`src/hw/video_timing_pkg.sv`:
```
`default_nettype none

////////////////////////////////////////////////////////////////////////////
// Capture side and readout schedule geometry
////////////////////////////////////////////////////////////////////////////

package video_timing_pkg;

    // Horizontal and vertical counter type
    typedef logic [10:0] count_t;

    // Pixel clocks per line
    localparam count_t h_total = 11'd100;
    // Lines per frame
    localparam count_t v_total = 11'd14;

    // Capture window start on each active line
    localparam count_t first_pix = 11'd8;

    // Active line range, inclusive
    localparam count_t v_first = 11'd3;
    localparam count_t v_last = 11'd10;

    // Test mode switches from line index to address pattern here
    localparam count_t v_test_split = 11'd7;

    // Readout of the buffered line begins here, clear of the write window
    localparam count_t read_start = 11'd30;

endpackage

`default_nettype wire

```
`src/hw/lvds_format_pkg.sv`:
```
`default_nettype none

////////////////////////////////////////////////////////////////////////////
// Output word and lane format
////////////////////////////////////////////////////////////////////////////

package lvds_format_pkg;

    // Words per line, also buffer depth
    localparam int line_words = 16;
    // Lanes per captured word
    localparam int lanes = 5;
    localparam int lane_bits = 16;
    localparam int word_bits = lanes * lane_bits;
    // Buffer address width
    localparam int addr_bits = 4;

    typedef logic [lane_bits-1:0] lane_t;
    typedef logic [word_bits-1:0] word_t;
    typedef logic [addr_bits-1:0] addr_t;

endpackage

`default_nettype wire

```
`src/hw/line_capture.sv`:
```
`timescale 1ns/100ps
`default_nettype none

module line_capture
    import video_timing_pkg::*;
    import lvds_format_pkg::*;
(
    input  wire logic   clk,
    input  wire logic   reset,
    input  wire count_t pix_h,
    input  wire count_t pix_v,
    input  wire word_t  pix_data,
    input  wire logic   test_mode,
    output logic        wr_en,
    output addr_t       wr_addr,
    output word_t       wr_word,
    output logic        frame_capture
);

    logic   active_row;
    logic   win_start;
    logic   win_last;
    addr_t  next_addr;
    count_t line_cnt;
    lane_t  addr_lane;
    word_t  test_word;

    // Row inside the active range
    assign active_row = (pix_v >= v_first) && (pix_v <= v_last);
    assign win_start = (pix_h == first_pix) && active_row;
    // Last word of the write window
    assign win_last = wr_en && (wr_addr == addr_t'(line_words - 1));

    // Address of the word registered at this edge
    assign next_addr = (wr_en && !win_last) ? wr_addr + addr_t'(1) : '0;

    // Test patterns
    assign addr_lane = lane_t'(next_addr);
    assign test_word = (pix_v < v_test_split) ? {(word_bits / 8){line_cnt[7:0]}}
                                              : {lanes{addr_lane}};

    ////////////////////////////////////////////////////////////////////////////
    // Write window and address
    ////////////////////////////////////////////////////////////////////////////

    always_ff @(posedge clk)
    begin
        if (reset)
        begin
            wr_en <= 1'b0;
            wr_addr <= '0;
        end
        else
        begin
            // Open at first_pix, close after line_words writes
            if (win_start)
                wr_en <= 1'b1;
            else if (win_last)
                wr_en <= 1'b0;
            wr_addr <= next_addr;
        end
    end

    // Write word travels with wr_en and wr_addr
    always_ff @(posedge clk)
    begin
        wr_word <= test_mode ? test_word : pix_data;
    end

    ////////////////////////////////////////////////////////////////////////////
    // Captured line index and frame level
    ////////////////////////////////////////////////////////////////////////////

    always_ff @(posedge clk)
    begin
        if (reset)
        begin
            line_cnt <= '0;
            frame_capture <= 1'b0;
        end
        else
        begin
            // Counts finished lines, zero between frames
            if (!active_row)
                line_cnt <= '0;
            else if (win_last)
                line_cnt <= line_cnt + count_t'(1);

            // Up with first write of v_first, down after last write of v_last
            if (win_start && (pix_v == v_first))
                frame_capture <= 1'b1;
            else if (win_last && (pix_v == v_last))
                frame_capture <= 1'b0;
        end
    end

    // Each window starts writing at address zero
    a_addr_at_rise: assert property (
        @(posedge clk) disable iff (reset)
        $rose(wr_en) |-> (wr_addr == '0)
    );

endmodule

`default_nettype wire

```
`src/hw/lane_ram.sv`:
```
`timescale 1ns/100ps
`default_nettype none

module lane_ram
    import lvds_format_pkg::*;
(
    input  wire logic  clk,
    input  wire logic  wr_en,
    input  wire addr_t wr_addr,
    input  wire lane_t wr_data,
    input  wire logic  rd_en,
    input  wire addr_t rd_addr,
    output lane_t      rd_data
);

    // One line of one lane
    lane_t mem [line_words];

    // Write port
    always_ff @(posedge clk)
    begin
        if (wr_en)
            mem[wr_addr] <= wr_data;
    end

    // Registered read, holds between strobes
    always_ff @(posedge clk)
    begin
        if (rd_en)
            rd_data <= mem[rd_addr];
    end

endmodule

`default_nettype wire

```
`src/hw/lane_serializer.sv`:
```
`timescale 1ns/100ps
`default_nettype none

module lane_serializer
    import video_timing_pkg::*;
    import lvds_format_pkg::*;
(
    input  wire logic   clk,
    input  wire logic   reset,
    input  wire count_t pix_h,
    input  wire count_t pix_v,
    input  wire lane_t  lane0_data,
    input  wire lane_t  lane1_data,
    input  wire lane_t  lane2_data,
    input  wire lane_t  lane3_data,
    input  wire lane_t  lane4_data,
    output logic        rd_en,
    output addr_t       rd_addr,
    output lane_t       out_data,
    output logic        line_valid,
    output logic        frame_valid
);

    logic [$clog2(lanes)-1:0] lane_cnt;
    logic  active;
    logic  start;
    logic  word_end;
    logic  first_line;
    logic  last_line;
    lane_t lane_sel;

    // Readout trigger on output lines
    assign start = (pix_h == read_start)
                && (pix_v >= v_first + count_t'(1))
                && (pix_v <= v_last + count_t'(1));

    // Last lane of the word now on the mux
    assign word_end = active && (lane_cnt == ($clog2(lanes))'(lanes - 1));

    // First word at start and then one fetch per word end
    // rd_addr wraps to zero once the last word is fetched
    assign rd_en = start || (word_end && (rd_addr != '0));

    ////////////////////////////////////////////////////////////////////////////
    // Read schedule
    ////////////////////////////////////////////////////////////////////////////

    always_ff @(posedge clk)
    begin
        if (reset)
        begin
            rd_addr <= '0;
            active <= 1'b0;
            lane_cnt <= '0;
            first_line <= 1'b0;
            last_line <= 1'b0;
        end
        else
        begin
            // Steps on every fetch and so on every lane wrap
            if (rd_en)
                rd_addr <= rd_addr + addr_t'(1);

            // rd_addr back at zero marks the last word on the mux
            if (start)
                active <= 1'b1;
            else if (word_end && (rd_addr == '0))
                active <= 1'b0;

            if (!active || word_end)
                lane_cnt <= '0;
            else
                lane_cnt <= lane_cnt + 1'b1;

            // Row position latched since readout runs past the line wrap
            if (start)
            begin
                first_line <= (pix_v == v_first + count_t'(1));
                last_line <= (pix_v == v_last + count_t'(1));
            end
        end
    end

    ////////////////////////////////////////////////////////////////////////////
    // Lane mux and output levels
    ////////////////////////////////////////////////////////////////////////////

    // Lane 0 first and lowest bits first
    always_comb
    begin
        case (lane_cnt)
            3'd0: lane_sel = lane0_data;
            3'd1: lane_sel = lane1_data;
            3'd2: lane_sel = lane2_data;
            3'd3: lane_sel = lane3_data;
            default: lane_sel = lane4_data;
        endcase
    end

    always_ff @(posedge clk)
    begin
        out_data <= lane_sel;
    end

    always_ff @(posedge clk)
    begin
        if (reset)
        begin
            line_valid <= 1'b0;
            frame_valid <= 1'b0;
        end
        else
        begin
            // One cycle behind the mux select
            line_valid <= active;

            // Rises with first beat of the first output line
            if (active && !line_valid && first_line)
                frame_valid <= 1'b1;
            // Drops with line_valid after the last output line
            else if (line_valid && !active && last_line)
                frame_valid <= 1'b0;
        end
    end

    a_line_in_frame: assert property (
        @(posedge clk) disable iff (reset)
        line_valid |-> frame_valid
    );

    // Previous line fully out before the next readout begins
    a_start_idle: assert property (
        @(posedge clk) disable iff (reset)
        start |-> (!active && !line_valid)
    );

endmodule

`default_nettype wire

```
`src/hw/line_bridge_top.sv`:
```
`timescale 1ns/100ps
`default_nettype none

module line_bridge_top
    import video_timing_pkg::*;
    import lvds_format_pkg::*;
(
    input  wire logic   clk,
    input  wire logic   reset,
    input  wire count_t pix_h,
    input  wire count_t pix_v,
    input  wire word_t  pix_data,
    input  wire logic   test_mode,
    output lane_t       out_data,
    output logic        line_valid,
    output logic        frame_valid,
    output logic        buf_write,
    output logic        frame_capture
);

    // Write side, buf_write doubles as the shared write enable
    addr_t wr_addr;
    word_t wr_word;

    // Read side
    logic  rd_en;
    addr_t rd_addr;
    lane_t rd_lane [lanes];

    line_capture i_capture (
        .clk           (clk),
        .reset         (reset),
        .pix_h         (pix_h),
        .pix_v         (pix_v),
        .pix_data      (pix_data),
        .test_mode     (test_mode),
        .wr_en         (buf_write),
        .wr_addr       (wr_addr),
        .wr_word       (wr_word),
        .frame_capture (frame_capture)
    );

    ////////////////////////////////////////////////////////////////////////////
    // One buffer per lane, lane k on bits 16k up
    ////////////////////////////////////////////////////////////////////////////

    for (genvar k = 0; k < lanes; k++)
    begin : g_lane
        lane_ram i_ram (
            .clk     (clk),
            .wr_en   (buf_write),
            .wr_addr (wr_addr),
            .wr_data (wr_word[k*lane_bits +: lane_bits]),
            .rd_en   (rd_en),
            .rd_addr (rd_addr),
            .rd_data (rd_lane[k])
        );
    end

    lane_serializer i_serializer (
        .clk         (clk),
        .reset       (reset),
        .pix_h       (pix_h),
        .pix_v       (pix_v),
        .lane0_data  (rd_lane[0]),
        .lane1_data  (rd_lane[1]),
        .lane2_data  (rd_lane[2]),
        .lane3_data  (rd_lane[3]),
        .lane4_data  (rd_lane[4]),
        .rd_en       (rd_en),
        .rd_addr     (rd_addr),
        .out_data    (out_data),
        .line_valid  (line_valid),
        .frame_valid (frame_valid)
    );

endmodule

`default_nettype wire

```
`config.mk`:
```
export PLATFORM = sky130hd
export DESIGN_NAME = line_bridge_top
export DESIGN_NICKNAME = d
export VERILOG_FILES = /design/src/hw/video_timing_pkg.sv /design/src/hw/lvds_format_pkg.sv /design/src/hw/line_capture.sv /design/src/hw/lane_ram.sv /design/src/hw/lane_serializer.sv /design/src/hw/line_bridge_top.sv
export SDC_FILE = /design/constraint.sdc
export NUM_CORES = 1
export LEC_CHECK = 0
export BUFFER_PORTS_ARGS = -buffer_cell sky130_fd_sc_hd__buf_2
export CORE_ASPECT_RATIO = 1.25
export CORE_MARGIN = 2
export CORE_UTILIZATION = 40
export DETAILED_ROUTE_END_ITERATION = 7
export PLACE_DENSITY = 0.62
export SETUP_SLACK_MARGIN = 0.2
export SYNTH_ARGS = -nofsm -noshare
export SYNTH_HDL_FRONTEND = slang
export SYNTH_HIERARCHICAL = 1
export SYNTH_SLANG_ARGS = --single-unit
```
`constraint.sdc`:
```
create_clock -name clk -period 3.4 [get_ports clk]
set_input_delay 0.17 -clock clk [delete_from_list [all_inputs] [get_ports clk]]
set_output_delay 0.17 -clock clk [all_outputs]
set_load 0.02 [all_outputs]
```
==> impl_metrics.ini <==
[floorplan]
dieArea_sq_mm = 0.142
boundaryPins = 125
die_w_microns = 338
floorplan.rows = 153
floorplan.initialDensity = 0.402
core_area_sq_mm = 0.139
die-height_microns = 421

[pwr]
p_leak_nw = 20.7
irDropWorstVdd_mv = 0.452
power_density_mw_per_mm2 = 558
internal_power_mw = 29.2
pwr-share-clk = 0.432
switchingPower_mw = 7.41
switching_power_as_a_share_of_total_power = 0.202
power.share.combinational = 0.018
power.sequential.fraction = 0.550

[synthesis]
synth-seq-cells = 1482
syn-num-nets = 2805
yosysWarningCount = 6
synthTopCellsByArea = sky130_fd_sc_hd__edfxtp_1 (73%), sky130_fd_sc_hd__mux4_2 (11%), sky130_fd_sc_hd__dfxtp_1 (4.4%)
synth.lib_cells_used.distinct = 57
cell_count_after_synthesis = 2691
synth_top_flop_cell = sky130_fd_sc_hd__edfxtp_1
synth_top_area_share = 0.732
yosys.area.top_type = sky130_fd_sc_hd__edfxtp_1
postSynthAreaPerCell_sq_um = 20.7
yosysSeqAreaShare = 0.776
synth_edf_count = 1360
synthesized_cell_area_sq_mm = 0.0558
ys_async_sr_fraction = 0

[global_routing]
via_count_of_the_first_global_routing_pass = 28300
grt.overflow.total = 0
antenna_found_initial = 12
grt.total_usage = 0.203
first_pass_grt_wire_length_microns = 203000
largest_net_degree_at_the_start_of_global_routing = 94

[timing]
setup_tns_after_final_layout_ns = 0
final.setup.worst_slack_ns = 0.778
finalCritPeriodShare = 0.771
rsz0062_at_grt = no
setup_viol = 0
worst_slew_pin_slew_ns = 1.35
final_period_minus_worst_setup_slack_ns = 2.62
timing.fmax_mhz = 381
final-hold-violation-count = 0
finClkSkew_ns = 0.0330
timing.max_slew.rel_slack = 0.0925
slew_viol_final = 0

[worst_setup_path]
critPathLaunchType = input port
setup.worst_path.end_class = flip-flop
crit_top_cell = sky130_fd_sc_hd__dlygate4sd3_1
arrival_ns = 3.34
crit_slowest_cell = sky130_fd_sc_hd__nand2_1
path_delay_family = simple AND/OR/NAND/NOR gates
crit_chain = dlygate4sd3_1, buf_2, or3_1, nor4_4, nand2_1, o21ai_0, dlygate4sd3_1
crit_required_ns = 4.11
path_buf_inv = 3
critical_path_class = in2reg
highest_net_fanout_along_the_worst_path = 8
timing.critical_path.slowest_cell_delay_ns = 0.63

[hold_path]
worst_hold_path_type = in2reg

[cts]
cts_repair_resize_count = 0
postCtsSetupRepairBufs = 0
hold_buffers = 105
clk-insertion-delay-late_ns = 0.79
clock_tree.htree_level_count = 4
cts.clk_slew.worst_paths_ns = 0.06
numCtsBuffers = 143
number_of_sinks_driven_by_the_clock_tree = 1482
max-clock-path-buffers = 3
cts_tree = done
root_buffer = sky130_fd_sc_hd__clkbuf_16

[placed_design]
gp_congestion = 0.812
port_buffers = 124
placement.cell_area_sq_mm = 0.0598
post-dp-hpwl_microns = 89200
place_ws_ns = 0.633

[finish]
most-common-layout-cells = sky130_fd_sc_hd__edfxtp_1 (1360), sky130_fd_sc_hd__mux4_2 (270), sky130_fd_sc_hd__a22oi_1 (192)
layout.cells.most_common = sky130_fd_sc_hd__edfxtp_1
area.growth.synth_to_final_pct = 17.5
register_area_sq_mm = 0.0433
filler_cell_count = 11400
fin_nets = 3219
layout-drive-gt1-share = 0.272
postLayoutCoreUtil = 0.472
multi_input_area_sq_mm = 0.0116
post-route-cell-area_sq_mm = 0.0655

[flow_run]
drv.max_cap_violation_count = 0

[route]
drt_drc_violations_left = 0
initialDrtViolationCount = 3431
routedWlPerCell_microns = 28.3
finalWirelength_microns = 144000
vias_per_cell = 5.59
route.antenna.remaining_nets = 0
firstDrtPassIters = 6
dr_vias = 28400

[status]
status = completed
## sequential cells by signal, summed over array words and instances (netlist names)
register / flops
g_lane.i_ram/mem: 1280
g_lane.i_ram/rd_data: 80
i_serializer/rd_addr: 4
i_capture/wr_addr: 4
i_serializer/active: 1
i_serializer/frame_valid: 1
i_capture/wr_en: 1
i_capture/line_cnt: 8
i_serializer/lane_cnt: 3
i_capture/wr_word: 80
i_serializer/first_line: 1
i_serializer/last_line: 1
i_serializer/out_data: 16
i_serializer/line_valid: 1
i_capture/frame_capture: 1
## layer usage
metal | track usage | part of all wire | up-vias
met4 | 0.0794 | 0.037 | 10
met5 | 0 | 0.00045 | -
met1 | 0.277 | 0.40 | 15000
met3 | 0.0306 | 0.072 | 208
li1 | - | - | 11900
met2 | 0.329 | 0.49 | 1206
## area by class of cell
| class | instances | area share |
|---|---|---|
| tap | 1860 | 0.0355 |
| clock buffer | 192 | 0.0594 |
| antenna | 3 | 0.000115 |
| multi-input combinational | 990 | 0.178 |
| inverter | 84 | 0.00481 |
| sequential | 1482 | 0.661 |
| clock inverter | 73 | 0.0119 |
| timing repair buffer | 404 | 0.0500 |
## through the flow
step | total power, mW | hold WS, ns | std cells
5_1_grt | 37.5 | 0.0378 | 5087
6_report | 36.6 | 0.0444 | 5088
3_5_place_dp | 21.1 | 0.416 | 4715
2_1_floorplan | 20.7 | 0.239 | 2691
3_3_place_gp | 21.1 | 0.409 | 4715
4_1_cts | 36.8 | 0.000634 | 5085
## worst reg2reg max path: stages (launching register included)
cell and delay (ns):
sky130_fd_sc_hd__dfxtp_4 0.56, sky130_fd_sc_hd__inv_1 0.08, sky130_fd_sc_hd__ha_1 0.17, sky130_fd_sc_hd__nor3b_1 0.14, sky130_fd_sc_hd__or3b_2 0.60, sky130_fd_sc_hd__nand2_4 0.46, sky130_fd_sc_hd__buf_12 0.25
## worst paths after layout
| check | from | endpoint | slack (ns) | cells past startpoint |
|---|---|---|---|---|
| worst min register to register | i_serializer/lane_cnt[0] | i_serializer/lane_cnt[0] | 0.47 | 1 |
| worst max-delay path | pix_v[10] | i_capture/wr_word[26] | 0.78 | 7 |
| worst min-delay path | test_mode | i_capture/wr_word[10] | 0.04 | 2 |
| worst max register to register | i_serializer/rd_addr[1] | g_lane[4].i_ram/rd_data[5] | 0.83 | 6 |
## logic make-up (layout without fill, tap and decap cells)
| kind of cell | count (synthesis) | after routing | synth area share |
|---|---|---|---|
| and+or+nand+nor | 342 | 342 | 0.0298 |
| muxes | 322 | 322 | 0.133 |
| DFF | 1482 | 1482 | 0.776 |
| other | 0 | 3 | 0 |
| AOI/OAI and AO/OA | 307 | 307 | 0.0378 |
| adders and majority gates | 9 | 9 | 0.00202 |
| buffers and inverters | 219 | 753 | 0.0197 |
| xor gates and xnor gates | 10 | 10 | 0.00157 |
## cells in the mapped netlist, types with 3 or more instances
master and n:
sky130_fd_sc_hd__a31oi_1 17, sky130_fd_sc_hd__a22oi_1 192, sky130_fd_sc_hd__buf_6 26, sky130_fd_sc_hd__nand4_1 8, sky130_fd_sc_hd__clkbuf_1 61, sky130_fd_sc_hd__nor3_1 24, sky130_fd_sc_hd__xnor2_1 4, sky130_fd_sc_hd__o2111ai_1 4
sky130_fd_sc_hd__mux4_1 50, sky130_fd_sc_hd__nor2b_1 17, sky130_fd_sc_hd__o21ai_0 71, sky130_fd_sc_hd__nand3b_1 13, sky130_fd_sc_hd__xor2_1 6, sky130_fd_sc_hd__dfxtp_1 122, sky130_fd_sc_hd__o21ai_1 7, sky130_fd_sc_hd__or3_1 4
sky130_fd_sc_hd__edfxtp_1 1360, sky130_fd_sc_hd__nand2_1 115, sky130_fd_sc_hd__and2_1 5, sky130_fd_sc_hd__nand2b_1 11, sky130_fd_sc_hd__ha_1 9, sky130_fd_sc_hd__mux4_2 270, sky130_fd_sc_hd__nand3_1 18, sky130_fd_sc_hd__a31o_2 3
sky130_fd_sc_hd__buf_1 15, sky130_fd_sc_hd__buf_2 18, sky130_fd_sc_hd__nor4_1 7, sky130_fd_sc_hd__inv_1 83, sky130_fd_sc_hd__or3b_2 6, sky130_fd_sc_hd__nor2_1 94, sky130_fd_sc_hd__buf_4 15
## power by group through the flow
stage               registers, mW  logic (mW)  clock network, mW
CTS                          20.1       0.640               16.1
floorplan                    20.4       0.220                  0
global route                 20.2       0.675               16.7
finish                       20.1       0.642               15.8
global placement             20.5       0.544                  0
detailed placement           20.5       0.544                  0
Power figures use the tool's default switching activity.
